$ cat src/source/soc_pkg.sv
// shared types, address map and register offsets, imported by every design module
package soc_pkg;

  typedef logic [31:0] word_t;
  typedef logic [31:0] addr_t;
  typedef logic [3:0]  strb_t;
  typedef logic [15:0] gpio_t;
  typedef logic [7:0]  reg_off_t;

  // which pad of a group an internal signal is routed to
  typedef enum logic [1:0] {
    DEST_OFF  = 2'd0,
    DEST_PIN1 = 2'd1,
    DEST_PIN2 = 2'd2,
    DEST_PIN3 = 2'd3
  } pin_dest_t;

  typedef struct packed {
    logic  valid;
    addr_t addr;
    word_t wdata;
    strb_t wstrb;
  } bus_req_t;

  typedef struct packed {
    logic     sel;
    reg_off_t offset;
    word_t    wdata;
    strb_t    wstrb;
  } sysctl_req_t;

  // config is a reserved word, so the field is chip_cfg
  typedef struct packed {
    logic [7:0]  chip_cfg;
    logic [11:0] mfgr_id;
    logic [7:0]  prod_id;
    logic [3:0]  mask_rev;
    logic        clk_ext_sel;
  } chip_info_t;

  typedef struct packed {
    pin_dest_t  xtal_dest;
    pin_dest_t  pll_dest;
    pin_dest_t  trap_dest;
    logic [1:0] irq7_src;
    logic [1:0] irq8_src;
  } pin_route_t;

  typedef struct packed {
    gpio_t dout;
    gpio_t oeb;
    gpio_t pub;
    gpio_t pdb;
  } gpio_cfg_t;

  localparam logic [7:0] SYSCTL_BASE = 8'h03;

  localparam reg_off_t OFF_GPIO   = 8'h00;
  localparam reg_off_t OFF_OEB    = 8'h04;
  localparam reg_off_t OFF_PU     = 8'h08;
  localparam reg_off_t OFF_PD     = 8'h0c;
  // identity, read only
  localparam reg_off_t OFF_CONFIG = 8'h18;
  localparam reg_off_t OFF_MFGR   = 8'h24;
  localparam reg_off_t OFF_PROD   = 8'h28;
  localparam reg_off_t OFF_MASK   = 8'h2c;
  localparam reg_off_t OFF_CLKSEL = 8'h30;
  // pad routing and irq sources
  localparam reg_off_t OFF_XTAL   = 8'h34;
  localparam reg_off_t OFF_PLL    = 8'h38;
  localparam reg_off_t OFF_TRAP   = 8'h3c;
  localparam reg_off_t OFF_IRQ7   = 8'h40;
  localparam reg_off_t OFF_IRQ8   = 8'h44;

  localparam int unsigned IRQ_PIN_BIT   = 5;
  localparam int unsigned IRQ_SPI_BIT   = 6;
  localparam int unsigned IRQ_GPIO7_BIT = 7;
  localparam int unsigned IRQ_GPIO8_BIT = 8;

endpackage
$ cat src/source/soc_mmio_top.sv
// system-control side of the soc as a native bus slave with an external sram port
module soc_mmio_top
  import soc_pkg::*;
#(
  parameter int unsigned MEM_WORDS = 16384
) (
  input  logic       clk_i,
  input  logic       rst_n_i,
  input  bus_req_t   bus_req_i,
  output logic       bus_ready_o,
  output word_t      bus_rdata_o,
  output word_t      ram_addr_o,
  output word_t      ram_wdata_o,
  output strb_t      ram_wstrb_o,
  input  word_t      ram_rdata_i,
  input  gpio_t      gpio_in_i,
  output gpio_t      gpio_out_o,
  output gpio_t      gpio_outenb_o,
  output gpio_t      gpio_pullupb_o,
  output gpio_t      gpio_pulldownb_o,
  input  chip_info_t chip_info_i,
  input  logic       xtal_in_i,
  input  logic       clk_pll_i,
  input  logic       trap_i,
  input  logic       irq_pin_i,
  input  logic       irq_spi_i,
  output word_t      irq_o
);

  sysctl_req_t sysctl_req;
  logic        sysctl_ack;
  word_t       sysctl_rdata;
  gpio_cfg_t   gpio_cfg;
  pin_route_t  route;

  mem_bus_decoder #(
    .MEM_WORDS (MEM_WORDS)
  ) u_decoder (
    .clk_i          (clk_i),
    .rst_n_i        (rst_n_i),
    .bus_req_i      (bus_req_i),
    .bus_ready_o    (bus_ready_o),
    .bus_rdata_o    (bus_rdata_o),
    .ram_addr_o     (ram_addr_o),
    .ram_wdata_o    (ram_wdata_o),
    .ram_wstrb_o    (ram_wstrb_o),
    .ram_rdata_i    (ram_rdata_i),
    .sysctl_req_o   (sysctl_req),
    .sysctl_ack_i   (sysctl_ack),
    .sysctl_rdata_i (sysctl_rdata)
  );

  // gpio readback sees the pads after override
  sysctl_regs u_sysctl (
    .clk_i          (clk_i),
    .rst_n_i        (rst_n_i),
    .sysctl_req_i   (sysctl_req),
    .sysctl_ack_o   (sysctl_ack),
    .sysctl_rdata_o (sysctl_rdata),
    .chip_info_i    (chip_info_i),
    .gpio_in_i      (gpio_in_i),
    .gpio_out_i     (gpio_out_o),
    .gpio_cfg_o     (gpio_cfg),
    .route_o        (route)
  );

  gpio_pin_mux u_pin_mux (
    .clk_i            (clk_i),
    .rst_n_i          (rst_n_i),
    .gpio_cfg_i       (gpio_cfg),
    .route_i          (route),
    .gpio_in_i        (gpio_in_i),
    .xtal_in_i        (xtal_in_i),
    .clk_pll_i        (clk_pll_i),
    .trap_i           (trap_i),
    .irq_pin_i        (irq_pin_i),
    .irq_spi_i        (irq_spi_i),
    .gpio_out_o       (gpio_out_o),
    .gpio_outenb_o    (gpio_outenb_o),
    .gpio_pullupb_o   (gpio_pullupb_o),
    .gpio_pulldownb_o (gpio_pulldownb_o),
    .irq_o            (irq_o)
  );

endmodule

$ cat src/source/gpio_pin_mux.sv
// pad override mux and interrupt vector, driven by the system-control register settings
module gpio_pin_mux
  import soc_pkg::*;
(
  input  logic       clk_i,
  input  logic       rst_n_i,
  input  gpio_cfg_t  gpio_cfg_i,
  input  pin_route_t route_i,
  input  gpio_t      gpio_in_i,
  input  logic       xtal_in_i,
  input  logic       clk_pll_i,
  input  logic       trap_i,
  input  logic       irq_pin_i,
  input  logic       irq_spi_i,
  output gpio_t      gpio_out_o,
  output gpio_t      gpio_outenb_o,
  output gpio_t      gpio_pullupb_o,
  output gpio_t      gpio_pulldownb_o,
  output word_t      irq_o
);

  // pins taken over by an active routing group
  gpio_t ovr_mask;

  function automatic logic pick_src(logic [1:0] src, logic [2:0] pins);
    logic res;
    case (src)
      2'd1:    res = pins[0];
      2'd2:    res = pins[1];
      2'd3:    res = pins[2];
      default: res = 1'b0;
    endcase
    return res;
  endfunction

  always_comb begin
    ovr_mask   = '0;
    gpio_out_o = gpio_cfg_i.dout;
    case (route_i.xtal_dest)
      DEST_PIN1: gpio_out_o[5] = xtal_in_i;
      DEST_PIN2: gpio_out_o[6] = xtal_in_i;
      DEST_PIN3: gpio_out_o[7] = xtal_in_i;
      default:   ;
    endcase
    // pll dest 3 claims the group but drives nothing
    case (route_i.pll_dest)
      DEST_PIN1: gpio_out_o[8] = clk_pll_i;
      DEST_PIN2: gpio_out_o[9] = clk_i;
      default:   ;
    endcase
    case (route_i.trap_dest)
      DEST_PIN1: gpio_out_o[11] = trap_i;
      DEST_PIN2: gpio_out_o[12] = trap_i;
      DEST_PIN3: gpio_out_o[13] = trap_i;
      default:   ;
    endcase
    if (route_i.xtal_dest != DEST_OFF) begin
      ovr_mask[7:5] = '1;
    end
    if (route_i.pll_dest != DEST_OFF) begin
      ovr_mask[10:8] = '1;
    end
    if (route_i.trap_dest != DEST_OFF) begin
      ovr_mask[13:11] = '1;
    end
  end

  // pads stay tristated until reset is released
  assign gpio_outenb_o    = rst_n_i ? (gpio_cfg_i.oeb & ~ovr_mask) : '1;
  assign gpio_pullupb_o   = gpio_cfg_i.pub | ovr_mask;
  assign gpio_pulldownb_o = gpio_cfg_i.pdb | ovr_mask;

  always_comb begin
    irq_o                = '0;
    irq_o[IRQ_PIN_BIT]   = irq_pin_i;
    irq_o[IRQ_SPI_BIT]   = irq_spi_i;
    irq_o[IRQ_GPIO7_BIT] = pick_src(route_i.irq7_src, gpio_in_i[2:0]);
    irq_o[IRQ_GPIO8_BIT] = pick_src(route_i.irq8_src, gpio_in_i[5:3]);
  end

  // also covers the first edge after release, relying on the register reset values
  a_oeb_high_in_reset: assert property (
    @(posedge clk_i) (!rst_n_i || $rose(rst_n_i)) |-> &gpio_outenb_o
  );

endmodule

$ cat src/source/sysctl_regs.sv
// system-control register file with gpio pad config, pad routing, irq sources and chip identity
module sysctl_regs
  import soc_pkg::*;
(
  input  logic        clk_i,
  input  logic        rst_n_i,
  input  sysctl_req_t sysctl_req_i,
  output logic        sysctl_ack_o,
  output word_t       sysctl_rdata_o,
  input  chip_info_t  chip_info_i,
  input  gpio_t       gpio_in_i,
  input  gpio_t       gpio_out_i,
  output gpio_cfg_t   gpio_cfg_o,
  output pin_route_t  route_o
);

  gpio_cfg_t  cfg_q;
  pin_route_t route_q;
  logic       ack_q;
  word_t      rdata_q;
  word_t      rdata_next;

  // low byte on strobe 0, high byte on strobe 1
  function automatic gpio_t merge_bytes(gpio_t cur, word_t wdata, strb_t wstrb);
    gpio_t res;
    res = cur;
    if (wstrb[0]) begin
      res[7:0] = wdata[7:0];
    end
    if (wstrb[1]) begin
      res[15:8] = wdata[15:8];
    end
    return res;
  endfunction

  always_ff @(posedge clk_i or negedge rst_n_i) begin
    if (!rst_n_i) begin
      cfg_q.dout <= '0;
      cfg_q.oeb  <= '1;
      cfg_q.pub  <= '0;
      cfg_q.pdb  <= '0;
      route_q    <= '0;
      ack_q      <= 1'b0;
    end else begin
      ack_q <= sysctl_req_i.sel;
      if (sysctl_req_i.sel) begin
        case (sysctl_req_i.offset)
          OFF_GPIO: begin
            cfg_q.dout <= merge_bytes(cfg_q.dout, sysctl_req_i.wdata, sysctl_req_i.wstrb);
          end
          OFF_OEB: begin
            cfg_q.oeb <= merge_bytes(cfg_q.oeb, sysctl_req_i.wdata, sysctl_req_i.wstrb);
          end
          OFF_PU: begin
            cfg_q.pub <= merge_bytes(cfg_q.pub, sysctl_req_i.wdata, sysctl_req_i.wstrb);
          end
          OFF_PD: begin
            cfg_q.pdb <= merge_bytes(cfg_q.pdb, sysctl_req_i.wdata, sysctl_req_i.wstrb);
          end
          OFF_XTAL: begin
            if (sysctl_req_i.wstrb[0]) begin
              route_q.xtal_dest <= pin_dest_t'(sysctl_req_i.wdata[1:0]);
            end
          end
          OFF_PLL: begin
            if (sysctl_req_i.wstrb[0]) begin
              route_q.pll_dest <= pin_dest_t'(sysctl_req_i.wdata[1:0]);
            end
          end
          OFF_TRAP: begin
            if (sysctl_req_i.wstrb[0]) begin
              route_q.trap_dest <= pin_dest_t'(sysctl_req_i.wdata[1:0]);
            end
          end
          OFF_IRQ7: begin
            if (sysctl_req_i.wstrb[0]) begin
              route_q.irq7_src <= sysctl_req_i.wdata[1:0];
            end
          end
          OFF_IRQ8: begin
            if (sysctl_req_i.wstrb[0]) begin
              route_q.irq8_src <= sysctl_req_i.wdata[1:0];
            end
          end
          default: ;
        endcase
      end
    end
  end

  // read returns contents from before a write in the same access
  always_comb begin
    case (sysctl_req_i.offset)
      OFF_GPIO:   rdata_next = {gpio_out_i, gpio_in_i};
      OFF_OEB:    rdata_next = {16'd0, cfg_q.oeb};
      OFF_PU:     rdata_next = {16'd0, cfg_q.pub};
      OFF_PD:     rdata_next = {16'd0, cfg_q.pdb};
      OFF_CONFIG: rdata_next = {24'd0, chip_info_i.chip_cfg};
      OFF_MFGR:   rdata_next = {20'd0, chip_info_i.mfgr_id};
      OFF_PROD:   rdata_next = {24'd0, chip_info_i.prod_id};
      OFF_MASK:   rdata_next = {28'd0, chip_info_i.mask_rev};
      OFF_CLKSEL: rdata_next = {31'd0, chip_info_i.clk_ext_sel};
      OFF_XTAL:   rdata_next = {30'd0, route_q.xtal_dest};
      OFF_PLL:    rdata_next = {30'd0, route_q.pll_dest};
      OFF_TRAP:   rdata_next = {30'd0, route_q.trap_dest};
      OFF_IRQ7:   rdata_next = {30'd0, route_q.irq7_src};
      OFF_IRQ8:   rdata_next = {30'd0, route_q.irq8_src};
      default:    rdata_next = '0;
    endcase
  end

  always_ff @(posedge clk_i) begin
    if (sysctl_req_i.sel) begin
      rdata_q <= rdata_next;
    end
  end

  assign sysctl_ack_o   = ack_q;
  assign sysctl_rdata_o = rdata_q;
  assign gpio_cfg_o     = cfg_q;
  assign route_o        = route_q;

  // decoder drops sel in the ack cycle so an ack never repeats
  a_ack_releases_sel: assert property (
    @(posedge clk_i) disable iff (!rst_n_i) sysctl_ack_o |-> !sysctl_req_i.sel
  );

endmodule

$ cat src/source/mem_bus_decoder.sv
// native bus slave front end, steers each request to RAM, system control or unmapped space
module mem_bus_decoder
  import soc_pkg::*;
#(
  parameter int unsigned MEM_WORDS = 16384
) (
  input  logic        clk_i,
  input  logic        rst_n_i,
  input  bus_req_t    bus_req_i,
  output logic        bus_ready_o,
  output word_t       bus_rdata_o,
  output word_t       ram_addr_o,
  output word_t       ram_wdata_o,
  output strb_t       ram_wstrb_o,
  input  word_t       ram_rdata_i,
  output sysctl_req_t sysctl_req_o,
  input  logic        sysctl_ack_i,
  input  word_t       sysctl_rdata_i
);

  localparam int unsigned RAM_AW = $clog2(MEM_WORDS);

  typedef enum logic [1:0] {
    REGION_RAM,
    REGION_SYSCTL,
    REGION_UNMAP
  } region_e;

  region_e region;
  logic    pending;
  logic    ram_ready_q;
  logic    unmap_ready_q;

  always_comb begin
    if (bus_req_i.addr < addr_t'(4 * MEM_WORDS)) begin
      region = REGION_RAM;
    end else if (bus_req_i.addr[31:24] == SYSCTL_BASE) begin
      region = REGION_SYSCTL;
    end else begin
      region = REGION_UNMAP;
    end
  end

  // request seen but not yet answered
  assign pending = bus_req_i.valid && !bus_ready_o;

  assign ram_addr_o  = word_t'(bus_req_i.addr[RAM_AW+1:2]);
  assign ram_wdata_o = bus_req_i.wdata;
  assign ram_wstrb_o = (pending && region == REGION_RAM) ? bus_req_i.wstrb : '0;

  assign sysctl_req_o.sel    = pending && region == REGION_SYSCTL;
  assign sysctl_req_o.offset = bus_req_i.addr[7:0];
  assign sysctl_req_o.wdata  = bus_req_i.wdata;
  assign sysctl_req_o.wstrb  = bus_req_i.wstrb;

  // sram answers one cycle after the request, unmapped space likewise
  always_ff @(posedge clk_i or negedge rst_n_i) begin
    if (!rst_n_i) begin
      ram_ready_q   <= 1'b0;
      unmap_ready_q <= 1'b0;
    end else begin
      ram_ready_q   <= pending && region == REGION_RAM;
      unmap_ready_q <= pending && region == REGION_UNMAP;
    end
  end

  assign bus_ready_o = ram_ready_q | unmap_ready_q | sysctl_ack_i;

  always_comb begin
    bus_rdata_o = '0;
    if (ram_ready_q) begin
      bus_rdata_o = ram_rdata_i;
    end else if (sysctl_ack_i) begin
      bus_rdata_o = sysctl_rdata_i;
    end
  end

  a_ready_has_valid: assert property (
    @(posedge clk_i) disable iff (!rst_n_i) bus_ready_o |-> bus_req_i.valid
  );

  a_ready_single_pulse: assert property (
    @(posedge clk_i) disable iff (!rst_n_i) bus_ready_o |=> !bus_ready_o
  );

endmodule

$ cat config.mk
export PLATFORM = sky130hd
export DESIGN_NAME = soc_mmio_top
export DESIGN_NICKNAME = d
export VERILOG_FILES = /design/src/source/soc_pkg.sv /design/src/source/soc_mmio_top.sv /design/src/source/gpio_pin_mux.sv /design/src/source/sysctl_regs.sv /design/src/source/mem_bus_decoder.sv
export SDC_FILE = /design/constraint.sdc
export NUM_CORES = 1
export LEC_CHECK = 0
export BUFFER_PORTS_ARGS = -buffer_cell sky130_fd_sc_hd__buf_4
export CAP_MARGIN = 20
export CORE_AREA = 4 4 135 137
export DETAILED_ROUTE_END_ITERATION = 10
export DIE_AREA = 0 0 139 141
export GPL_ROUTABILITY_DRIVEN = 0
export PLACE_DENSITY = 0.8
export SETUP_SLACK_MARGIN = 0.5
export SYNTH_ARGS = -nofsm -noshare
export SYNTH_HDL_FRONTEND = slang
export SYNTH_SLANG_ARGS = --single-unit
$ cat constraint.sdc
create_clock -name clk_i -period 3.4 [get_ports clk_i]
set_input_delay 0.85 -clock clk_i [delete_from_list [all_inputs] [get_ports clk_i]]
set_output_delay 0.85 -clock clk_i [all_outputs]
set_load 0.05 [all_outputs]
==> impl_metrics.toml, run 1 <==
[run_status]
status = "complete, but fails checks"
violations = "negative setup slack"

[logic_synthesis]
yosys_warnings = 0
ys_ff_latch = 109
synth_top_cell_by_area = "dfrtp_1"
synthAdderAreaFrac_pct = 0
synth_top_family_by_area = "multiplexers"
async_flop_share_pct = 70.64
synth_seq_area_share_pct = 42.18
synth-edff-count = 32
synth_ff_type = "dfrtp_1"
yosys.area_share.simple_pct = 15.19
synth_cell_types = 55
synth_area_um2 = 6894
netlist_top_cells_area = "dfrtp_1 22%, mux2_2 14%, edfxtp_1 14%"
synth_xor_area_share_pct = 0
synth_area_per_cell_um2 = 11.47
synth_compound_area_share_pct = 9.183
synth_top_area_share_pct = 22.14
synthMuxAreaShare_pct = 18.48
synth_cells = 601

[drt]
drc = 0
wl_um = 24570
ant_nets = 0
vias = 5567
via_per_inst = 5.431
drt_iter0_markers = 418
avgRoutedWirePerCell_um = 23.97
firstDrtPassIters = 5

[clocking]
path_clk_slew_ps = 70
clkLatencyLatePin_ps = 460
ctsHoldBuffers = 0
cts_tree = "done"

[global_route]
grt_max_degree = 49
grt_pass1_vias = 5635
overflow = 0
grt_usage_pct = 24.12
antenna_found_initial = 2
grt_pass1_wl_um = 35470

[worst_setup_path]
worstPathMaxFanout = 2
startpoint_type = "clock port"
critPathLaunch = "clk_i"
rr_endpoint = "u_sysctl.gpio_cfg_o[10]$_DFFE_PN0P_"
endpoint_kind = "primary output"
critPathRequiredTime_ps = 2550
r2r-start = "u_decoder.unmap_ready_q$_DFF_PN0_"
worstPathArrival_ps = 3160
criticalPathCategory = "clock port to primary output"
r2r_slack_ps = 950
reg2regPathDepth = 5

[placed_design]
dp_hpwl_um = 19140
numPortBuffers = 255

[floorplanning]
core-area_um2 = 17060
die_y_um = 141
start_util_pct = 40.42
pin_count = 354
dieWidth_um = 139
rows = 48
dieArea_um2 = 19600

[pwr]
power_leakage_nw = 4.443
power.total_mw = 3.336
ir_drop_uv = 306.6
pwr_density_cell_nw_per_um2 = 367.9

[sta]
worstMarginPinSlew_ps = 732.7
report.final.slew_viol_count = 0
setup_viol = 1
rsz0062_at_grt = "true"
hold_violations = 0
skew_ps = 8.189
setup_slack_ps = -610.0
slew_headroom_pct = 50.47
tns_ps = -610.0

[cells_and_area]
fill_cells = 1514
n_antenna_cell = 0
area_growth_pct = 31.52
regArea_um2 = 2908
layout-drive-gt1-share_pct = 55.50
multi_input_area_um2 = 3182
final_nets = 951
final_core_util_pct = 53.16

[flow_run]
drv_cap = 0

[worst_hold_path]
hold_path.class = "primary input to async pin"
==> per-layer routing <==
metal | track usage [%] | routed length [um] | up-vias
li1 | - | - | 2442
met1 | 29.87 | 9521 | 2725
met2 | 40.53 | 12330 | 356
met3 | 7.632 | 2220 | 42
met4 | 7.312 | 486 | 2
met5 | 0 | 13 | -
==> worst max path at each step <==
stage / slack, ps / endpoint
6_report: -610 / gpio_out_o[9]
5_1_grt: -630 / gpio_out_o[9]
4_1_cts: -620 / gpio_out_o[9]
3_5_place_dp: 330 / ram_wstrb_o[1]
3_3_place_gp: 330 / ram_wstrb_o[1]
2_1_floorplan: 500 / ram_wstrb_o[2]
==> layout by cell type (no fill, tap or decap), types with 3 or more instances in the layout <==
cell	n
buf_4	270
mux2_2	87
dfrtp_1	61
conb_1	46
nand2_1	35
a22o_1	33
edfxtp_1	32
or3_1	20
clkbuf_16	19
dfstp_2	16
nor2_1	13
and2_1	10
and3_1	9
nand2b_1	8
o21ai_0	8
mux4_2	8
a32oi_1	8
mux2i_1	8
nor3_4	8
a22oi_1	7
nor2b_1	6
nand3_1	6
a21oi_1	5
a32o_1	5
and2_4	5
nor4_4	3
nor4_2	3
nand3b_1	3
a222oi_1	3
clkbuf_1	3
buf_8	3
buf_6	3
==> metrics by stage <==
step                      worst slack (ps)  hold slack (ps)  instance area (um^2)  instances
after floorplan                      501.5            474.3                  7097        646
after global placement               330.0            333.3                  8443        997
after detailed placement             328.8            333.3                  8443        997
after CTS                           -617.5            399.8                  9047       1025
after global routing                -626.3            407.9                  9067       1025
final                               -610.0            401.8                  9067       1025
==> state kept, by name, indices dropped and copies added, names as in the netlist <==
signal                   cells
u_decoder.ram_ready_q        1
u_decoder.unmap_ready_q      1
u_sysctl.gpio_cfg_o         64
u_sysctl.route_o            10
u_sysctl.sysctl_ack_o        1
u_sysctl.sysctl_rdata_o     32
==> cell usage after synthesis, types with 4 or more instances <==
master    instances
nor2b_1           7
a32oi_1           8
clkbuf_1         27
dfstp_2          16
nand2_1          35
a32o_1            5
nor3_4            8
and3_1            9
mux2i_1           8
dfrtp_1          61
edfxtp_1         32
and2_1           15
mux4_2            8
mux2_2           88
a22oi_1           7
buf_4           116
nand2b_1          8
or3_1            20
nand3_1           6
nor2_1           14
nor4_1            4
a21oi_1           5
a22o_1           33
o21ai_0           8
==> critical path, cell delays in order <==
cell and delay (ps):
clkbuf_16 120, clkbuf_16 130, clkbuf_16 130, clkbuf_16 130, clkbuf_16 130, clkbuf_16 130, mux2_4 260, clkbuf_16 150
clkbuf_16 140, buf_12 140
==> cells by family after synthesis <==
group / after synthesis
other: 1
buffers and inverters: 152
AO/OA/AOI/OAI: 79
flip-flops: 109
AND/OR/NAND/NOR: 154
multiplexers: 106
==> timing repair <==
| action | 4_1_cts | 5_1_grt |
|---|---|---|
| setup endpoints to repair | 6 | 19 |
| buffers inserted | 1 | 0 |
| pin swaps | 3 | 2 |
| gates resized for setup | 13 | 4 |
==> layout make-up <==
type	count	area share, %
inverter	1	0.04140
clock buffer	24	5.671
sequential	109	32.07
tap	225	3.105
timing repair buffer	276	23.36
multi-input combinational	385	35.09
clock inverter	5	0.6623
==> power by group <==
part / switching [mW] / leakage, nW / total, mW / internal (mW)
Clock: 0.545 / 0.279 / 1.47 / 0.924
Combinational: 0.352 / 2.85 / 0.522 / 0.169
Sequential: 0.000626 / 1.31 / 1.35 / 1.34
No activity file was read; power rests on OpenSTA's default activity.
==> run 2, diff against run 1 <==
--- a/config.mk
+++ b/config.mk
@@ -6,13 +6,13 @@
 export NUM_CORES = 1
 export LEC_CHECK = 0
 export BUFFER_PORTS_ARGS = -buffer_cell sky130_fd_sc_hd__buf_4
-export CAP_MARGIN = 20
-export CORE_AREA = 4 4 135 137
+export CORE_AREA = 4 4 136 138
 export DETAILED_ROUTE_END_ITERATION = 10
-export DIE_AREA = 0 0 139 141
+export DIE_AREA = 0 0 140 142
 export GPL_ROUTABILITY_DRIVEN = 0
 export PLACE_DENSITY = 0.8
 export SETUP_SLACK_MARGIN = 0.5
 export SYNTH_ARGS = -nofsm -noshare
 export SYNTH_HDL_FRONTEND = slang
+export SYNTH_HIERARCHICAL = 1
 export SYNTH_SLANG_ARGS = --single-unit
==> run 2 against run 1 <==
  * The flow still finishes with violations (negative setup slack)
  * Area after synthesis increased by 1.9%
  * Non-clock buffer count decreased by 9
  * Critical path type unchanged
  * Utilization decreased by 1.1 points
  * Sequential share of layout area increased by 0.46 points
  * Largest cell class unchanged
  * Die area increased by 1.4%
  * Clock-buffer cell count decreased by 1
  * Clock skew increased by 4.7 ps
  * Critical endpoint unchanged
  * Setup slack improved by 120 ps
  * Design area decreased by 1.4%
  * Register-to-register slack improved by 90 ps
  * Flip-flop and latch count unchanged
==> impl_metrics.toml, run 2 <==
[worst_setup_path]
critPathRequiredTime_ps = 2550
path_cells = "clkbuf_16 -> clkbuf_16 -> clkbuf_16 -> clkbuf_16 -> clkbuf_16 -> mux2_4 -> clkbuf_16 -> clkbuf_16 -> buf_12"
crit_slowest_cell = "mux2_4"
worstPathMaxFanout = 2
endpoint_kind = "primary output"
cp_slowest_stage_delay_ps = 270
cp_common_cell = "clkbuf_16"
worstPathArrival_ps = 3040
startpoint_type = "clock port"
criticalPathCategory = "clock port to primary output"

[placed_design]
place_area_um2 = 8356
dp_slack_ps = 422.8
numPortBuffers = 255
dp_hpwl_um = 18500

[drt]
ant_nets = 0
drc = 0
drt_iter0_markers = 416
vias = 5412
firstDrtPassIters = 5
avgRoutedWirePerCell_um = 22.44
wl_um = 23020
via_per_inst = 5.275

[logic_synthesis]
yosys_warnings = 6
synth_cells = 623
synth_area_um2 = 7025
synth_area_per_cell_um2 = 11.28

[sta]
hold_violations = 0
tns_ps = -486.2
setup_viol = 1
rsz0062_at_grt = "true"
report.final.slew_viol_count = 0
skew_ps = 12.88
worstMarginPinSlew_ps = 732.7
setup_slack_ps = -486.2
slew_headroom_pct = 51.03

[cells_and_area]
fill_cells = 1549
n_antenna_cell = 0
final_nets = 952
largest_reg_flops = 64
area_growth_pct = 27.28
mostFrequentLayoutCells = "267 x buf_4, 81 x mux2_2, 60 x dfrtp_1, 46 x conb_1, 37 x a22o_1"
layout-drive-gt1-share_pct = 53.43
finalInstanceArea_um2 = 8942
final_common_cell = "buf_4"

[flow_run]
drv_cap = 0

[pwr]
comb_power_share_pct = 15.6
p_clk_share_pct = 42.8
pwr_density_cell_nw_per_um2 = 362.0
internal-power_mw = 2.330
power_leakage_nw = 4.275
p_seq_share_pct = 41.6
power.net_switching_mw = 0.9069
ir_drop_uv = 269.2
p_sw_share_pct = 28.02

[clocking]
path_clk_slew_ps = 80
clkLatencyLatePin_ps = 460
cts_tree = "done"

[global_route]
met3_usage_pct = 4.973
grt_usage_pct = 22.18
grt_max_degree = 43
antenna_found_initial = 0
use_met2_pct = 37.53
grt_pass1_vias = 5557
overflow = 0
grt_pass1_wl_um = 33510
grtUsageMet1_pct = 26.84
grt-busiest-layer = "met2"

[run_status]
violations = "negative setup slack"
status = "complete, but fails checks"

[floorplanning]
die_y_um = 142
dieArea_um2 = 19880
start_util_pct = 40.90
pin_count = 354
dieWidth_um = 140
core-area_um2 = 17180
rows = 48

[worst_hold_path]
hold_path.class = "primary input to async pin"
run 2: layer usage:
metal,up-vias,part of all wire (%)
li1,2416,-
met1,2633,39
met2,305,51
met3,58,7.2
met4,0,3.6
met5,-,0
run 2: stage by stage:
step	util, %	instances	power [mW]	hold WS [ps]
global placement	48.65	997	1.870	327.8
global route	52.06	1026	3.344	366.5
CTS	51.92	1024	3.266	344.9
finish	52.06	1026	3.237	347.5
floorplan	-	667	1.817	459.4
detailed placement	48.65	997	1.873	327.8
run 2: final timing paths:
path                                                            end  slack [ps]  cells after the start                                start
worst max-delay path                                  gpio_out_o[9]        -490                      9                                clk_i
worst min-delay path                u_sysctl/sysctl_ack_o$_DFF_PN0_         350                      1                              rst_n_i
worst max register to register  u_sysctl/gpio_cfg_o[52]$_DFFE_PN0P_        1040                      6      u_decoder/ram_ready_q$_DFF_PN0_
worst min register to register  u_sysctl/gpio_cfg_o[54]$_DFFE_PN0P_         510                      1  u_sysctl/gpio_cfg_o[54]$_DFFE_PN0P_
max in group asynchronous       u_sysctl/gpio_cfg_o[40]$_DFFE_PN1P_        2330                      2                              rst_n_i
min in group clk_i              u_sysctl/gpio_cfg_o[54]$_DFFE_PN0P_         510                      1  u_sysctl/gpio_cfg_o[54]$_DFFE_PN0P_
run 2: critical path, delay by kind of cell:
family / cells / cell delay [ps]
mux: 1 / 270
buf+inv: 8 / 1060
run 2: final cells by class:
class                      count  area (um^2)  share of cell area [%]
clock buffer                  23        500.5                   5.597
tap                          225        281.5                   3.148
clock inverter                 6        56.30                  0.6296
sequential                   109         2909                   32.53
timing repair buffer         267         2008                   22.46
multi-input combinational    380         3127                   34.97
inverter                      16        60.06                  0.6716
run 2: power groups by stage:
stage	combinational [mW]	sequential [mW]	clock (mW)
after floorplan	0.445	1.37	0.000573
after global placement	0.498	1.37	0.000577
after detailed placement	0.501	1.37	0.000577
after CTS	0.503	1.35	1.42
after global routing	0.530	1.35	1.47
final	0.506	1.35	1.39
run 2: timing repair:
item / CTS / global route
setup buffers: 1 / 2
gates resized for setup: 8 / 3
pin swaps: 0 / 3
cloned: 0 / 0
hold buffers: 0 / 0
endpoints found under the setup margin: 29 / 5
